`src/verilog/cpu_pkg.sv`:
```
package cpu_pkg;

        localparam int WORD_SIZE    = 16;       // data and address width
        localparam int NUM_REGS     = 4;
        localparam int REG_ADDR_W   = 2;
        localparam int OPC_WIDTH    = 4;
        localparam int FUNC_WIDTH   = 6;

        // instruction field positions
        localparam int OPC_MSB      = 15;
        localparam int RS_MSB       = 11;
        localparam int RT_MSB       = 9;
        localparam int RD_MSB       = 7;
        localparam int IMM_WIDTH    = 8;
        localparam int TARGET_WIDTH = 12;       // jump target field

        typedef enum logic [OPC_WIDTH-1:0] {
                OP_BNE   = 4'd0,
                OP_BEQ   = 4'd1,
                OP_ADI   = 4'd4,
                OP_LHI   = 4'd6,
                OP_LWD   = 4'd7,
                OP_SWD   = 4'd8,
                OP_JMP   = 4'd9,
                OP_RTYPE = 4'd15
        } opcode_t;

        typedef enum logic [FUNC_WIDTH-1:0] {
                FN_ADD = 6'd0,
                FN_SUB = 6'd1,
                FN_AND = 6'd2,
                FN_ORR = 6'd3,
                FN_NOT = 6'd4,
                FN_TCP = 6'd5,
                FN_SHL = 6'd6,
                FN_SHR = 6'd7,
                FN_WWD = 6'd28,
                FN_HLT = 6'd29
        } func_t;

        typedef enum logic [2:0] {
                ALU_ADD, ALU_SUB, ALU_AND, ALU_OR, ALU_NOT, ALU_TCP, ALU_SHL, ALU_SHR
        } alu_op_t;

        typedef enum logic [2:0] {
                S_IF, S_ID, S_EX, S_MEM, S_WB, S_HALT
        } state_t;

        // next pc source
        typedef enum logic [1:0] {
                PC_SEQ, PC_BRANCH, PC_JUMP
        } pc_src_t;

endpackage

```
`src/verilog/ctrl_if.sv`:
```
interface ctrl_if import cpu_pkg::*; ();

        logic    pc_write, ir_write, mdr_write, reg_write, out_write, inst_done;
        logic    i_read_en, d_read_en, d_write_en;
        logic    halted;
        alu_op_t alu_op;
        logic    alu_src_imm;
        logic    reg_dst_rd;    // rd instead of rt as destination
        logic    mem_to_reg;
        logic    lhi_sel;
        pc_src_t pc_src;

        // decoded fields and compare result, back from the datapath
        opcode_t opcode;
        func_t   func;
        logic    cmp_equal;

        modport ctl (
                output pc_write, ir_write, mdr_write, reg_write, out_write, inst_done,
                output i_read_en, d_read_en, d_write_en, halted,
                output alu_op, alu_src_imm, reg_dst_rd, mem_to_reg, lhi_sel, pc_src,
                input  opcode, func, cmp_equal
        );

        modport dp (
                input  pc_write, ir_write, mdr_write, reg_write, out_write, inst_done,
                input  alu_op, alu_src_imm, reg_dst_rd, mem_to_reg, lhi_sel, pc_src,
                output opcode, func, cmp_equal
        );

endinterface

```
`src/verilog/alu.sv`:
```
module alu import cpu_pkg::*; (
        input  alu_op_t              i_op,
        input  logic [WORD_SIZE-1:0] i_a,
        input  logic [WORD_SIZE-1:0] i_b,
        output logic [WORD_SIZE-1:0] o_result
);

        always_comb begin
                case (i_op)
                        ALU_ADD: o_result = i_a + i_b;
                        ALU_SUB: o_result = i_a - i_b;
                        ALU_AND: o_result = i_a & i_b;
                        ALU_OR:  o_result = i_a | i_b;
                        ALU_NOT: o_result = ~i_a;
                        ALU_TCP: o_result = ~i_a + 1'b1;   // two's complement
                        ALU_SHL: o_result = {i_a[WORD_SIZE-2:0], 1'b0};
                        // arithmetic shift keeps the sign bit
                        ALU_SHR: o_result = {i_a[WORD_SIZE-1], i_a[WORD_SIZE-1:1]};
                        default: o_result = '0;
                endcase
        end

endmodule

```
`src/verilog/register_file.sv`:
```
module register_file import cpu_pkg::*; (
        input  logic                  i_clk,
        input  logic                  i_rst,
        input  logic [REG_ADDR_W-1:0] i_rs_addr,
        input  logic [REG_ADDR_W-1:0] i_rt_addr,
        output logic [WORD_SIZE-1:0]  o_rs_data,
        output logic [WORD_SIZE-1:0]  o_rt_data,
        input  logic                  i_we,
        input  logic [REG_ADDR_W-1:0] i_wr_addr,
        input  logic [WORD_SIZE-1:0]  i_wr_data
);

        logic [WORD_SIZE-1:0] regs [NUM_REGS];

        always_ff @(posedge i_clk) begin
                if (i_rst) begin
                        for (int i = 0; i < NUM_REGS; i++)
                                regs[i] <= '0;
                end else if (i_we) begin
                        regs[i_wr_addr] <= i_wr_data;   // lands at the next edge
                end
        end

        // combinational reads, no write bypass
        assign o_rs_data = regs[i_rs_addr];
        assign o_rt_data = regs[i_rt_addr];

endmodule

```
`src/verilog/control_unit.sv`:
```
module control_unit import cpu_pkg::*; (
        input  logic i_clk,
        input  logic i_rst,
        ctrl_if.ctl  u_ctrl
);

        state_t state, state_next;
        logic   started;
        logic   is_rtype, is_alu_r, is_wwd, is_hlt;
        logic   is_jump, is_load, is_store, writes_reg;
        logic   branch_taken;

        always_ff @(posedge i_clk) begin
                if (i_rst) begin
                        state   <= S_IF;
                        started <= 1'b0;
                end else begin
                        state   <= state_next;
                        started <= 1'b1;   // one idle cycle out of reset
                end
        end

        assign is_rtype   = u_ctrl.opcode == OP_RTYPE;
        assign is_alu_r   = is_rtype && (u_ctrl.func <= FN_SHR);
        assign is_wwd     = is_rtype && (u_ctrl.func == FN_WWD);
        assign is_hlt     = is_rtype && (u_ctrl.func == FN_HLT);
        assign is_jump    = u_ctrl.opcode == OP_JMP;
        assign is_load    = u_ctrl.opcode == OP_LWD;
        assign is_store   = u_ctrl.opcode == OP_SWD;
        assign writes_reg = is_alu_r || is_load || (u_ctrl.opcode == OP_ADI)
                            || (u_ctrl.opcode == OP_LHI);

        // only place the branch outcome is decided
        assign branch_taken = ((u_ctrl.opcode == OP_BEQ) && u_ctrl.cmp_equal)
                              || ((u_ctrl.opcode == OP_BNE) && !u_ctrl.cmp_equal);

        always_comb begin
                case (state)
                        S_IF:    state_next = started ? S_ID : S_IF;
                        S_ID:    state_next = is_hlt ? S_HALT : S_EX;
                        S_EX: begin
                                if (is_load || is_store)
                                        state_next = S_MEM;
                                else if (writes_reg)
                                        state_next = S_WB;
                                else
                                        state_next = S_IF;   // branch, jump, wwd
                        end
                        S_MEM:   state_next = is_load ? S_WB : S_IF;
                        S_WB:    state_next = S_IF;
                        default: state_next = S_HALT;
                endcase
        end

        always_comb begin
                case (u_ctrl.func)
                        FN_SUB:  u_ctrl.alu_op = ALU_SUB;
                        FN_AND:  u_ctrl.alu_op = ALU_AND;
                        FN_ORR:  u_ctrl.alu_op = ALU_OR;
                        FN_NOT:  u_ctrl.alu_op = ALU_NOT;
                        FN_TCP:  u_ctrl.alu_op = ALU_TCP;
                        FN_SHL:  u_ctrl.alu_op = ALU_SHL;
                        FN_SHR:  u_ctrl.alu_op = ALU_SHR;
                        default: u_ctrl.alu_op = ALU_ADD;
                endcase
                if (!is_rtype)
                        u_ctrl.alu_op = ALU_ADD;   // adi and address calc
        end

        assign u_ctrl.alu_src_imm = is_load || is_store || (u_ctrl.opcode == OP_ADI);
        assign u_ctrl.reg_dst_rd  = is_rtype;
        assign u_ctrl.mem_to_reg  = is_load;
        assign u_ctrl.lhi_sel     = u_ctrl.opcode == OP_LHI;

        // pc+1 in decode and redirect in execute
        assign u_ctrl.pc_write  = (state == S_ID)
                                  || ((state == S_EX) && (is_jump || branch_taken));
        assign u_ctrl.pc_src    = (state == S_ID) ? PC_SEQ : (is_jump ? PC_JUMP : PC_BRANCH);

        assign u_ctrl.i_read_en  = (state == S_IF) && started;
        assign u_ctrl.ir_write   = state == S_ID;
        assign u_ctrl.out_write  = (state == S_EX) && is_wwd;
        assign u_ctrl.d_read_en  = (state == S_MEM) && is_load;
        assign u_ctrl.d_write_en = (state == S_MEM) && is_store;
        assign u_ctrl.mdr_write  = (state == S_WB) && is_load;
        assign u_ctrl.reg_write  = state == S_WB;
        assign u_ctrl.inst_done  = (state != S_IF) && (state_next == S_IF);
        assign u_ctrl.halted     = state == S_HALT;

endmodule

```
`src/verilog/datapath.sv`:
```
module datapath import cpu_pkg::*; (
        input  logic                 i_clk,
        input  logic                 i_rst,
        ctrl_if.dp                   u_ctrl,
        output logic [WORD_SIZE-1:0] o_i_address,
        input  logic [WORD_SIZE-1:0] i_i_data,
        output logic [WORD_SIZE-1:0] o_d_address,
        output logic [WORD_SIZE-1:0] o_d_wdata,
        input  logic [WORD_SIZE-1:0] i_d_rdata,
        output logic [WORD_SIZE-1:0] o_output_port,
        output logic [WORD_SIZE-1:0] o_num_inst
);

        logic [WORD_SIZE-1:0]  pc, pc_next, ir, inst;
        logic [WORD_SIZE-1:0]  mdr, load_data, alu_out, alu_result;
        logic [WORD_SIZE-1:0]  imm_ext, alu_b, rs_data, rt_data, wr_data;
        logic [REG_ADDR_W-1:0] wr_addr;

        // the word arriving in decode is seen by control right away
        assign inst          = u_ctrl.ir_write ? i_i_data : ir;
        assign u_ctrl.opcode = opcode_t'(inst[OPC_MSB -: OPC_WIDTH]);
        assign u_ctrl.func   = func_t'(inst[FUNC_WIDTH-1:0]);

        assign imm_ext = {{(WORD_SIZE-IMM_WIDTH){ir[IMM_WIDTH-1]}}, ir[IMM_WIDTH-1:0]};

        register_file u_regs (
                .i_clk     (i_clk),
                .i_rst     (i_rst),
                .i_rs_addr (ir[RS_MSB -: REG_ADDR_W]),
                .i_rt_addr (ir[RT_MSB -: REG_ADDR_W]),
                .o_rs_data (rs_data),
                .o_rt_data (rt_data),
                .i_we      (u_ctrl.reg_write),
                .i_wr_addr (wr_addr),
                .i_wr_data (wr_data)
        );

        assign u_ctrl.cmp_equal = rs_data == rt_data;
        assign alu_b = u_ctrl.alu_src_imm ? imm_ext : rt_data;

        alu u_alu (
                .i_op     (u_ctrl.alu_op),
                .i_a      (rs_data),
                .i_b      (alu_b),
                .o_result (alu_result)
        );

        assign load_data = u_ctrl.mdr_write ? i_d_rdata : mdr;   // write-through on capture
        assign wr_addr   = u_ctrl.reg_dst_rd ? ir[RD_MSB -: REG_ADDR_W] : ir[RT_MSB -: REG_ADDR_W];

        always_comb begin
                if (u_ctrl.mem_to_reg)
                        wr_data = load_data;
                else if (u_ctrl.lhi_sel)
                        wr_data = {ir[IMM_WIDTH-1:0], {(WORD_SIZE-IMM_WIDTH){1'b0}}};
                else
                        wr_data = alu_out;
        end

        // pc already holds pc+1 when a branch or jump resolves
        always_comb begin
                case (u_ctrl.pc_src)
                        PC_BRANCH: pc_next = pc + imm_ext;
                        PC_JUMP:   pc_next = {pc[WORD_SIZE-1 -: WORD_SIZE-TARGET_WIDTH],
                                              ir[TARGET_WIDTH-1:0]};
                        default:   pc_next = pc + 1'b1;
                endcase
        end

        always_ff @(posedge i_clk) begin
                if (i_rst) begin
                        pc            <= '0;
                        o_output_port <= '0;
                        o_num_inst    <= '0;
                end else begin
                        if (u_ctrl.pc_write)
                                pc <= pc_next;
                        if (u_ctrl.out_write)
                                o_output_port <= rs_data;   // wwd outputs rs
                        if (u_ctrl.inst_done)
                                o_num_inst <= o_num_inst + 1'b1;
                end
        end

        always_ff @(posedge i_clk) begin
                if (u_ctrl.ir_write)
                        ir <= i_i_data;
                if (u_ctrl.mdr_write)
                        mdr <= i_d_rdata;
                alu_out <= alu_result;   // stable from execute onward
        end

        assign o_i_address = pc;
        assign o_d_address = alu_out;
        assign o_d_wdata   = rt_data;

endmodule

```
`src/verilog/cpu.sv`:
```
module cpu import cpu_pkg::*; (
        input  logic                 i_clk,
        input  logic                 i_rst,

        output logic                 o_i_read,
        output logic [WORD_SIZE-1:0] o_i_address,
        input  logic [WORD_SIZE-1:0] i_i_data,

        output logic                 o_d_read,
        output logic                 o_d_write,
        output logic [WORD_SIZE-1:0] o_d_address,
        output logic [WORD_SIZE-1:0] o_d_wdata,
        input  logic [WORD_SIZE-1:0] i_d_rdata,

        output logic [WORD_SIZE-1:0] o_output_port,
        output logic [WORD_SIZE-1:0] o_num_inst,
        output logic                 o_is_halted
);

        ctrl_if u_ctrl_if ();

        control_unit u_control (
                .i_clk  (i_clk),
                .i_rst  (i_rst),
                .u_ctrl (u_ctrl_if.ctl)
        );

        datapath u_datapath (
                .i_clk         (i_clk),
                .i_rst         (i_rst),
                .u_ctrl        (u_ctrl_if.dp),
                .o_i_address   (o_i_address),
                .i_i_data      (i_i_data),
                .o_d_address   (o_d_address),
                .o_d_wdata     (o_d_wdata),
                .i_d_rdata     (i_d_rdata),
                .o_output_port (o_output_port),
                .o_num_inst    (o_num_inst)
        );

        // memory strobes come straight from control
        assign o_i_read    = u_ctrl_if.i_read_en;
        assign o_d_read    = u_ctrl_if.d_read_en;
        assign o_d_write   = u_ctrl_if.d_write_en;
        assign o_is_halted = u_ctrl_if.halted;

endmodule

```
`config.mk`:
```
export PLATFORM = sky130hd
export DESIGN_NAME = cpu
export DESIGN_NICKNAME = d
export VERILOG_FILES = /design/src/verilog/cpu_pkg.sv /design/src/verilog/ctrl_if.sv /design/src/verilog/alu.sv /design/src/verilog/register_file.sv /design/src/verilog/control_unit.sv /design/src/verilog/datapath.sv /design/src/verilog/cpu.sv
export SDC_FILE = /design/constraint.sdc
export NUM_CORES = 1
export LEC_CHECK = 0
export ABC_AREA = 1
export BUFFER_PORTS_ARGS = -buffer_cell sky130_fd_sc_hd__buf_2
export CAP_MARGIN = 20
export CORE_MARGIN = 4
export CORE_UTILIZATION = 55
export CTS_BUF_LIST = sky130_fd_sc_hd__clkbuf_2 sky130_fd_sc_hd__clkbuf_4 sky130_fd_sc_hd__clkbuf_8
export CTS_CLUSTER_DIAMETER = 200
export DETAILED_ROUTE_END_ITERATION = 10
export GPL_ROUTABILITY_DRIVEN = 1
export GPL_TIMING_DRIVEN = 1
export PLACE_DENSITY_LB_ADDON = 0.3
export SLEW_MARGIN = 40
export SYNTH_ARGS = -nofsm -noshare
export SYNTH_HDL_FRONTEND = slang
export SYNTH_SLANG_ARGS = --single-unit
export TNS_END_PERCENT = 1
```
`constraint.sdc`:
```
create_clock -name i_clk -period 8.3 [get_ports i_clk]
set_input_delay 1.245 -clock i_clk [delete_from_list [all_inputs] [get_ports i_clk]]
set_output_delay 1.245 -clock i_clk [all_outputs]
set_load 0.05 [all_outputs]
```
==> results of run 1 <==
## metal layers
layer	GRT usage	vias to the layer above	wire length [µm]
li1	-	5423	-
met1	0.405	5151	14300
met4	0.140	8	1500
met3	0.0628	110	3600
met2	0.482	609	16000
met5	0	-	57
## final timing paths
kind / to / cells after the start
max: u_datapath.o_d_address[13]$_DFF_P_ / 25
min: u_datapath.o_output_port[13]$_SDFFE_PP0P_ / 2
max reg2reg: u_datapath.o_d_address[13]$_DFF_P_ / 25
min reg2reg: u_datapath.o_output_port[13]$_SDFFE_PP0P_ / 2
## cell type report
class	instances	area, µm²
inverter	200	752
clock buffer	18	248
multi-input combinational	1157	6220
antenna	1	2.50
clock inverter	14	138
tap	270	338
fill	1884	7820
sequential	168	4060
timing repair buffer	125	646
## sequential cells by signal, summed over array words and instances (netlist names), named ones only
| signal | flops |
|---|---|
| u_control.state | 3 |
| u_datapath.o_num_inst | 16 |
| u_datapath.o_d_address | 16 |
| u_datapath.o_output_port | 16 |
| u_control.started | 1 |
| u_datapath.o_i_address | 16 |
| u_datapath.u_regs.regs | 64 |
| u_datapath.ir | 16 |
| u_datapath.mdr | 16 |
## critical path, cell delays in order, from the launching register on
cell	delay [ns]
dfxtp_1	0.33
inv_1	0.31
nand3_2	0.49
nand2_1	0.17
nand2_1	0.13
nor2_2	0.21
nand2_4	0.28
nand3_2	0.35
nand2_1	0.13
o21ai_1	0.22
inv_1	0.11
nand3_1	0.13
nand2_1	0.08
xor2_1	0.16
ha_1	0.35
nand2_1	0.07
inv_1	0.05
a21oi_1	0.08
o21ai_0	0.44
a21oi_1	0.18
o21ai_0	0.34
nand2_1	0.09
nand2_1	0.08
xor2_1	0.17
o21ai_1	0.08
inv_1	0.06
## stage by stage
| stage | worst slack (ns) | util | total power [mW] | instances | area (µm²) |
|---|---|---|---|---|---|
| floorplan | 3.85 | - | 2.44 | 1585 | 11300 |
| global placement | 3.03 | 0.593 | 2.85 | 1919 | 12000 |
| detailed placement | 2.89 | 0.593 | 2.88 | 1920 | 12000 |
| CTS | 3.23 | 0.612 | 3.46 | 1952 | 12400 |
| global route | 2.58 | 0.613 | 3.71 | 1953 | 12400 |
| finish | 3.13 | 0.613 | 3.49 | 1953 | 12400 |
## Yosys cell counts (2+ instances only)
master | number | area, µm²
fa_1 | 2 | 40.0
o21ai_1 | 20 | 100
ha_1 | 38 | 475
o211ai_1 | 38 | 285
a21boi_1 | 2 | 15.0
inv_1 | 183 | 687
nor2_1 | 178 | 668
nand2_2 | 19 | 119
a21o_1 | 2 | 15.0
inv_2 | 15 | 56.3
a2bb2oi_1 | 4 | 35.0
nand3_2 | 4 | 40.0
o22ai_1 | 14 | 87.6
xor2_1 | 49 | 429
mux2_2 | 16 | 180
or2_1 | 2 | 12.5
o21ai_2 | 9 | 78.8
or2_2 | 4 | 25.0
nand3_1 | 89 | 445
nor3_1 | 28 | 140
buf_2 | 25 | 125
buf_4 | 5 | 37.5
o221ai_1 | 6 | 52.6
xnor2_1 | 10 | 87.6
edfxtp_1 | 70 | 2100
nor2_2 | 7 | 43.8
nand2_1 | 352 | 1320
nor3_4 | 2 | 32.5
a211oi_1 | 3 | 22.5
clkbuf_1 | 21 | 78.8
nand4_1 | 31 | 194
nand2_4 | 4 | 45.0
dfxtp_1 | 98 | 1960
a21boi_0 | 2 | 15.0
buf_6 | 7 | 78.8
a21oi_1 | 98 | 490
nor2_4 | 6 | 67.6
nand3b_1 | 3 | 22.5
a31oi_1 | 2 | 12.5
o21ai_0 | 103 | 515
## power by group through the flow
stage / sequential, mW / combinational [mW] / clock [mW]
after global placement: 1.06 / 1.79 / 0
final: 1.05 / 1.85 / 0.588
after floorplan: 1.21 / 1.23 / 0
after CTS: 1.04 / 1.82 / 0.590
after detailed placement: 1.06 / 1.81 / 0
after global routing: 1.05 / 2.04 / 0.621
## logic make-up after synthesis
| group | synth area share |
|---|---|
| AO/OA/AOI/OAI | 0.157 |
| XOR/XNOR | 0.0456 |
| adder cells (fa/ha/maj) | 0.0455 |
| buffers and inverters | 0.0953 |
| flip-flops | 0.358 |
| multiplexers | 0.0159 |
| AND/OR/NAND/NOR | 0.283 |
==> results.yml, run 1 <==
setup_path:
  worst-path-max-fanout: 45
  timing_worst_setup_path_type: "reg -> reg"
  critical_path.reg2reg.startpoint: "u_control.state[2]$_SDFF_PP0_"
  ff2ff_setup_slack_ns: 3.13
  critPathArrivalTime_ns: 5.60
  critical_path.startpoint_type: "flip-flop"
  cp.required_ns: 8.73
  end_kind: "flip-flop"
  startpoint: "u_control.state[2]$_SDFF_PP0_"
power_and_ir_drop:
  switching_portion_of_total_power: 0.490
  power_per_cell_area_nw_per_um2: 281
  p_int_mw: 1.78
  combinationalPowerShare: 0.531
  clock_power_share: 0.169
  irDropWorstVdd_v: 0.000142
  static-leakage-power_nw: 5.74
  power.switching_mw: 1.71
  seqPwrFrac: 0.300
clock_tree:
  post_cts.resized_instances: 0
  cts_root_cell: "clkbuf_8"
  clk_latency_ns: 0.48
  postCtsSetupRepairBufs: 0
  clk_pin_slew_worst_paths_ns: 0.10
  cts_num_sinks: 168
  clk_path_buf_depth: 2
  cts_tree: "yes"
  cts.htree.levels: 4
  cts_hold_repair.buffers: 0
  inserted_clock_buffers: 17
cells_and_area:
  most_common_cell_after_layout_fill_and_taps_aside: "nand2_1"
  final_net_count: 1743
  most-common-layout-cells: "nand2_1, inv_1, nor2_1"
  layout_cells_sized_above_1: 0.150
  layout-area-overhead-vs-synth_pct: 9.42
worst_hold_path:
  holdCritPathClass: "reg -> reg"
  min-delay-start: "u_datapath.o_output_port[13]$_SDFFE_PP0P_"
route:
  number_of_antenna_violating_nets_in_the_routed_design: 0
  drc: 0
  post_drt_via_cell_ratio: 5.79
  detailedRoute.firstPassIterationCount: 5
  routed-via-count: 11300
  initialDrtViolationCount: 972
  route.final.wire_length_um: 35400
  routedWlPerCell_um: 18.1
synth:
  async_reset_ff_frac: 0
  syn-mean-instance-area_um2: 7.16
  postSynthCellCount: 1585
  syn_area_um2: 11300
  synth_warnings: 0
  synth_register_bits: 168
  ys_types: 54
  postSynth.topFlopCell: "dfxtp_1"
  synth_fp_nets: 1659
  synth_seq_area_share: 0.358
  synth-edff-count: 70
timing:
  fin_worst_skew_ns: 0.0166
  timing.final.hold_violations: 0
  final.hold.worst_slack_ns: 0.446
  setup_repair_after_global_routing_missed_its_margin: "false"
  tns_ns: 0
  worstMarginPinSlew_ns: 0.830
  max-slew-margin-rel: 0.446
  fin_crit_ns: 5.17
  maxSlewViolCount: 0
  maxClockFrequency_mhz: 194
  final.period_utilization: 0.622
  setup_viol: 0
floorplan:
  placement_rows: 52
  floorplan.core_area_um2: 20200
  die_height_um: 152
  chipWidth_um: 152
  fp.dieArea_um2: 23000
  floorplan.initialDensity: 0.561
  io_pins: 118
global_route:
  global_route_wire_length_before_repair_um: 54300
  grt-ovfl-total: 0
  number_of_global_route_vias_before_repair: 10400
  grt_usage: 0.305
  largest_net_degree_at_the_start_of_global_routing: 46
  antenna_violations_before_repair: 5
run_status:
  status: "completed"
run:
  max_cap_violations: 0
place:
  post-dp-hpwl_um: 26300
  placement.io_buffers: 117
  gp_congestion: 0.996
Note: power is estimated with default switching activity, not from simulation.
==> run 2: changes to the inputs <==
--- a/config.mk
+++ b/config.mk
@@ -5,7 +5,7 @@
 export SDC_FILE = /design/constraint.sdc
 export NUM_CORES = 1
 export LEC_CHECK = 0
-export ABC_AREA = 1
+export ABC_AREA = 0
 export BUFFER_PORTS_ARGS = -buffer_cell sky130_fd_sc_hd__buf_2
 export CAP_MARGIN = 20
 export CORE_MARGIN = 4
==> constraint.sdc (replaced) <==
create_clock -name i_clk -period 4.5 [get_ports i_clk]
set_input_delay 0.675 -clock i_clk [delete_from_list [all_inputs] [get_ports i_clk]]
set_output_delay 0.675 -clock i_clk [all_outputs]
set_load 0.05 [all_outputs]
==> results.yml, run 2 <==
timing:
  maxSlewViolCount: 0
  worstMarginPinSlew_ns: 0.813
  fin_worst_skew_ns: 0.0219
  maxClockFrequency_mhz: 232
  final.hold.worst_slack_ns: 0.378
  max-slew-margin-rel: 0.457
  setup_viol: 0
  setup_repair_after_global_routing_missed_its_margin: "true"
  final.period_utilization: 0.959
  fin_crit_ns: 4.32
  timing.final.hold_violations: 0
setup_path:
  timing_worst_setup_path_type: "reg -> reg"
  critPathArrivalTime_ns: 4.68
  cp.required_ns: 4.86
  crit_path_frequent_cell: "buf_4"
  worst-path-max-fanout: 20
  cp_slowest_cell: "a2111o_1"
  ordered_list_of_cells_on_the_worst_path: "or3b_4, inv_2, o311ai_1, buf_4, nand2_1, buf_4, buf_4, mux2i_2, xor2_1, ha_1, a21o_1, a21oi_2, o21bai_1, a2111o_1, nand4_1, a31oi_1, xor2_1, a221o_1"
  worst_path_largest_cell_delay_ns: 0.48
  end_kind: "flip-flop"
  critical_path.startpoint_type: "flip-flop"
power_and_ir_drop:
  p_int_mw: 3.59
  irDropWorstVdd_v: 0.000250
  clock_power_share: 0.170
  combinationalPowerShare: 0.534
  power.switching_mw: 2.97
  report.power.total_mw: 6.55
  static-leakage-power_nw: 5.46
  seqPwrFrac: 0.296
  power_per_cell_area_nw_per_um2: 513
  switching_portion_of_total_power: 0.453
clock_tree:
  inserted_clock_buffers: 17
  cts.htree.levels: 4
  cts_root_cell: "clkbuf_8"
  cts_hold_repair.buffers: 0
  cts_tree: "yes"
  cts_num_sinks: 168
  clk_latency_ns: 0.47
  postCtsSetupRepairBufs: 0
  clk_pin_slew_worst_paths_ns: 0.10
  clk_path_buf_depth: 2
synth:
  ys_types: 82
  ys_top_cells_by_area: "edfxtp_1, dfxtp_1, nor2_1, mux2i_1, mux4_2"
  synth-edff-count: 70
  syn_area_um2: 10900
  async_reset_ff_frac: 0
  postSynthCellCount: 1167
  postSynth.topFlopCell: "dfxtp_1"
  synth_fp_nets: 1241
  synthMostInstantiatedCell: "nor2_1"
  synth_warnings: 0
  yosys-top-cells-count: "nor2_1, nand2_1, dfxtp_1"
  library_cell_with_the_largest_summed_area_after_synthesis: "edfxtp_1"
  syn-mean-instance-area_um2: 9.37
  synth_register_bits: 168
  netlist.area_leader.share: 0.192
  synth_seq_area_share: 0.371
route:
  number_of_antenna_violating_nets_in_the_routed_design: 0
  detailedRoute.firstPassIterationCount: 6
  drc: 0
  initialDrtViolationCount: 1059
  post_drt_via_cell_ratio: 6.13
  routedWlPerCell_um: 20.4
  routed-via-count: 9893
  route.final.wire_length_um: 32900
global_route:
  largest_net_degree_at_the_start_of_global_routing: 52
  antenna_violations_before_repair: 1
  grt-ovfl-total: 0
  global_route_wire_length_before_repair_um: 50500
  number_of_global_route_vias_before_repair: 9257
  grt_usage: 0.291
floorplan:
  fp.dieArea_um2: 22200
  die_height_um: 149
  placement_rows: 51
  floorplan.core_area_um2: 19500
  chipWidth_um: 149
  floorplan.initialDensity: 0.560
  io_pins: 118
cells_and_area:
  final_design_area_no_fill_um2: 12800
  layout_cells_sized_above_1: 0.253
  final-instance-count-excl-fill: 1615
  largest_register: "u_datapath.u_regs.regs"
  layout-area-overhead-vs-synth_pct: 16.8
  most_common_cell_after_layout_fill_and_taps_aside: "nor2_1"
  most-common-layout-cells: "nor2_1, buf_2, nand2_1"
  final_net_count: 1410
  largest_reg_flops: 64
run_status:
  status: "completed"
worst_hold_path:
  holdCritPathClass: "in -> reg"
place:
  placed_cells: 1582
  cell_area_reported_after_detailed_placement_um2: 12300
  placement.io_buffers: 117
  post-dp-hpwl_um: 24200
  gp_congestion: 0.967
run:
  max_cap_violations: 0
==> run 2: cell types whose count changed after synthesis, sizes merged, moves of 32 or more <==
cell,before,now
o21ai,132,50
a21oi,98,59
nand3,93,27
mux4,0,32
mux2i,0,54
inv,198,40
xnor2,10,47
nor2,191,153
nand2,375,105
==> run 2: power by group through the flow <==
stage	Combinational (mW)	Clock, mW	Sequential [mW]
after floorplan	2.04	0	2.23
after global placement	3.33	0	1.96
after detailed placement	3.36	0	1.96
after CTS	3.39	1.13	1.93
after global routing	3.73	1.19	1.95
final	3.50	1.11	1.94
==> run 2: routing by layer <==
metal | vias to the layer above | GRT usage | routed length [µm]
li1 | 4623 | - | -
met1 | 4646 | 0.398 | 13500
met2 | 536 | 0.453 | 15100
met4 | 0 | 0.115 | 1100
met5 | - | 0 | 0
met3 | 88 | 0.0647 | 3200
==> run 2: final cells by class <==
cell class,count,area (µm²)
well taps,265,332
clock buffers,18,241
flip-flops and latches,168,4060
diodes,1,2.50
clock inverters,14,161
fillers,1625,6750
repair buffers,216,1340
multi-input cells,892,6480
inverters,41,154
==> run 2: repair_timing <==
action	4_1_cts	5_1_grt
pin swaps	0	1
resized for setup	1	14
setup endpoints to repair	1	7
==> run 2: cells by family (layout without fill, tap and decap cells) <==
| logic type | count (synthesis) | in the layout | share of synthesized area |
|---|---|---|---|
| mux | 114 | 114 | 0.148 |
| flops | 168 | 168 | 0.371 |
| other cells | 0 | 1 | 0 |
| buf+inv | 107 | 289 | 0.0437 |
| simple gates | 432 | 432 | 0.191 |
| xor+xnor | 72 | 72 | 0.0576 |
| compound gates | 233 | 233 | 0.140 |
| fa+ha+maj | 41 | 41 | 0.0480 |
==> run 2: metrics by stage <==
step           setup TNS, ns   util  worst slack (ns)
3_3_place_gp         -0.0931  0.630           -0.0470
5_1_grt              -0.0689  0.654           -0.0334
4_1_cts                    0  0.651            0.0658
2_1_floorplan              0      -            0.0228
6_report                   0  0.654             0.185
3_5_place_dp          -0.157  0.630           -0.0581
==> run 2: worst paths after layout <==
check                                                    from                            endpoint  slack [ns]  cells past startpoint
worst max register to register  u_control.state[1]$_SDFF_PP0_  u_datapath.o_d_address[12]$_DFF_P_        0.18                     18
worst max-delay path            u_control.state[1]$_SDFF_PP0_  u_datapath.o_d_address[12]$_DFF_P_        0.18                     18
worst min-delay path                              i_i_data[6]          u_datapath.ir[6]$_DFFE_PN_        0.38                      1
worst min register to register      u_datapath.mdr[5]$_DFF_P_           u_datapath.mdr[5]$_DFF_P_        0.48                      1
==> run 2: critical path: cells and delay by family (launching register included) <==
kind                     cells  cell delay (ns)
adder cells (fa/ha/maj)      1             0.28
buffers and inverters        4             0.62
multiplexers                 1             0.32
XOR/XNOR                     2             0.39
AO/OA/AOI/OAI                7             1.54
flip-flops                   1             0.33
AND/OR/NAND/NOR              3             0.71
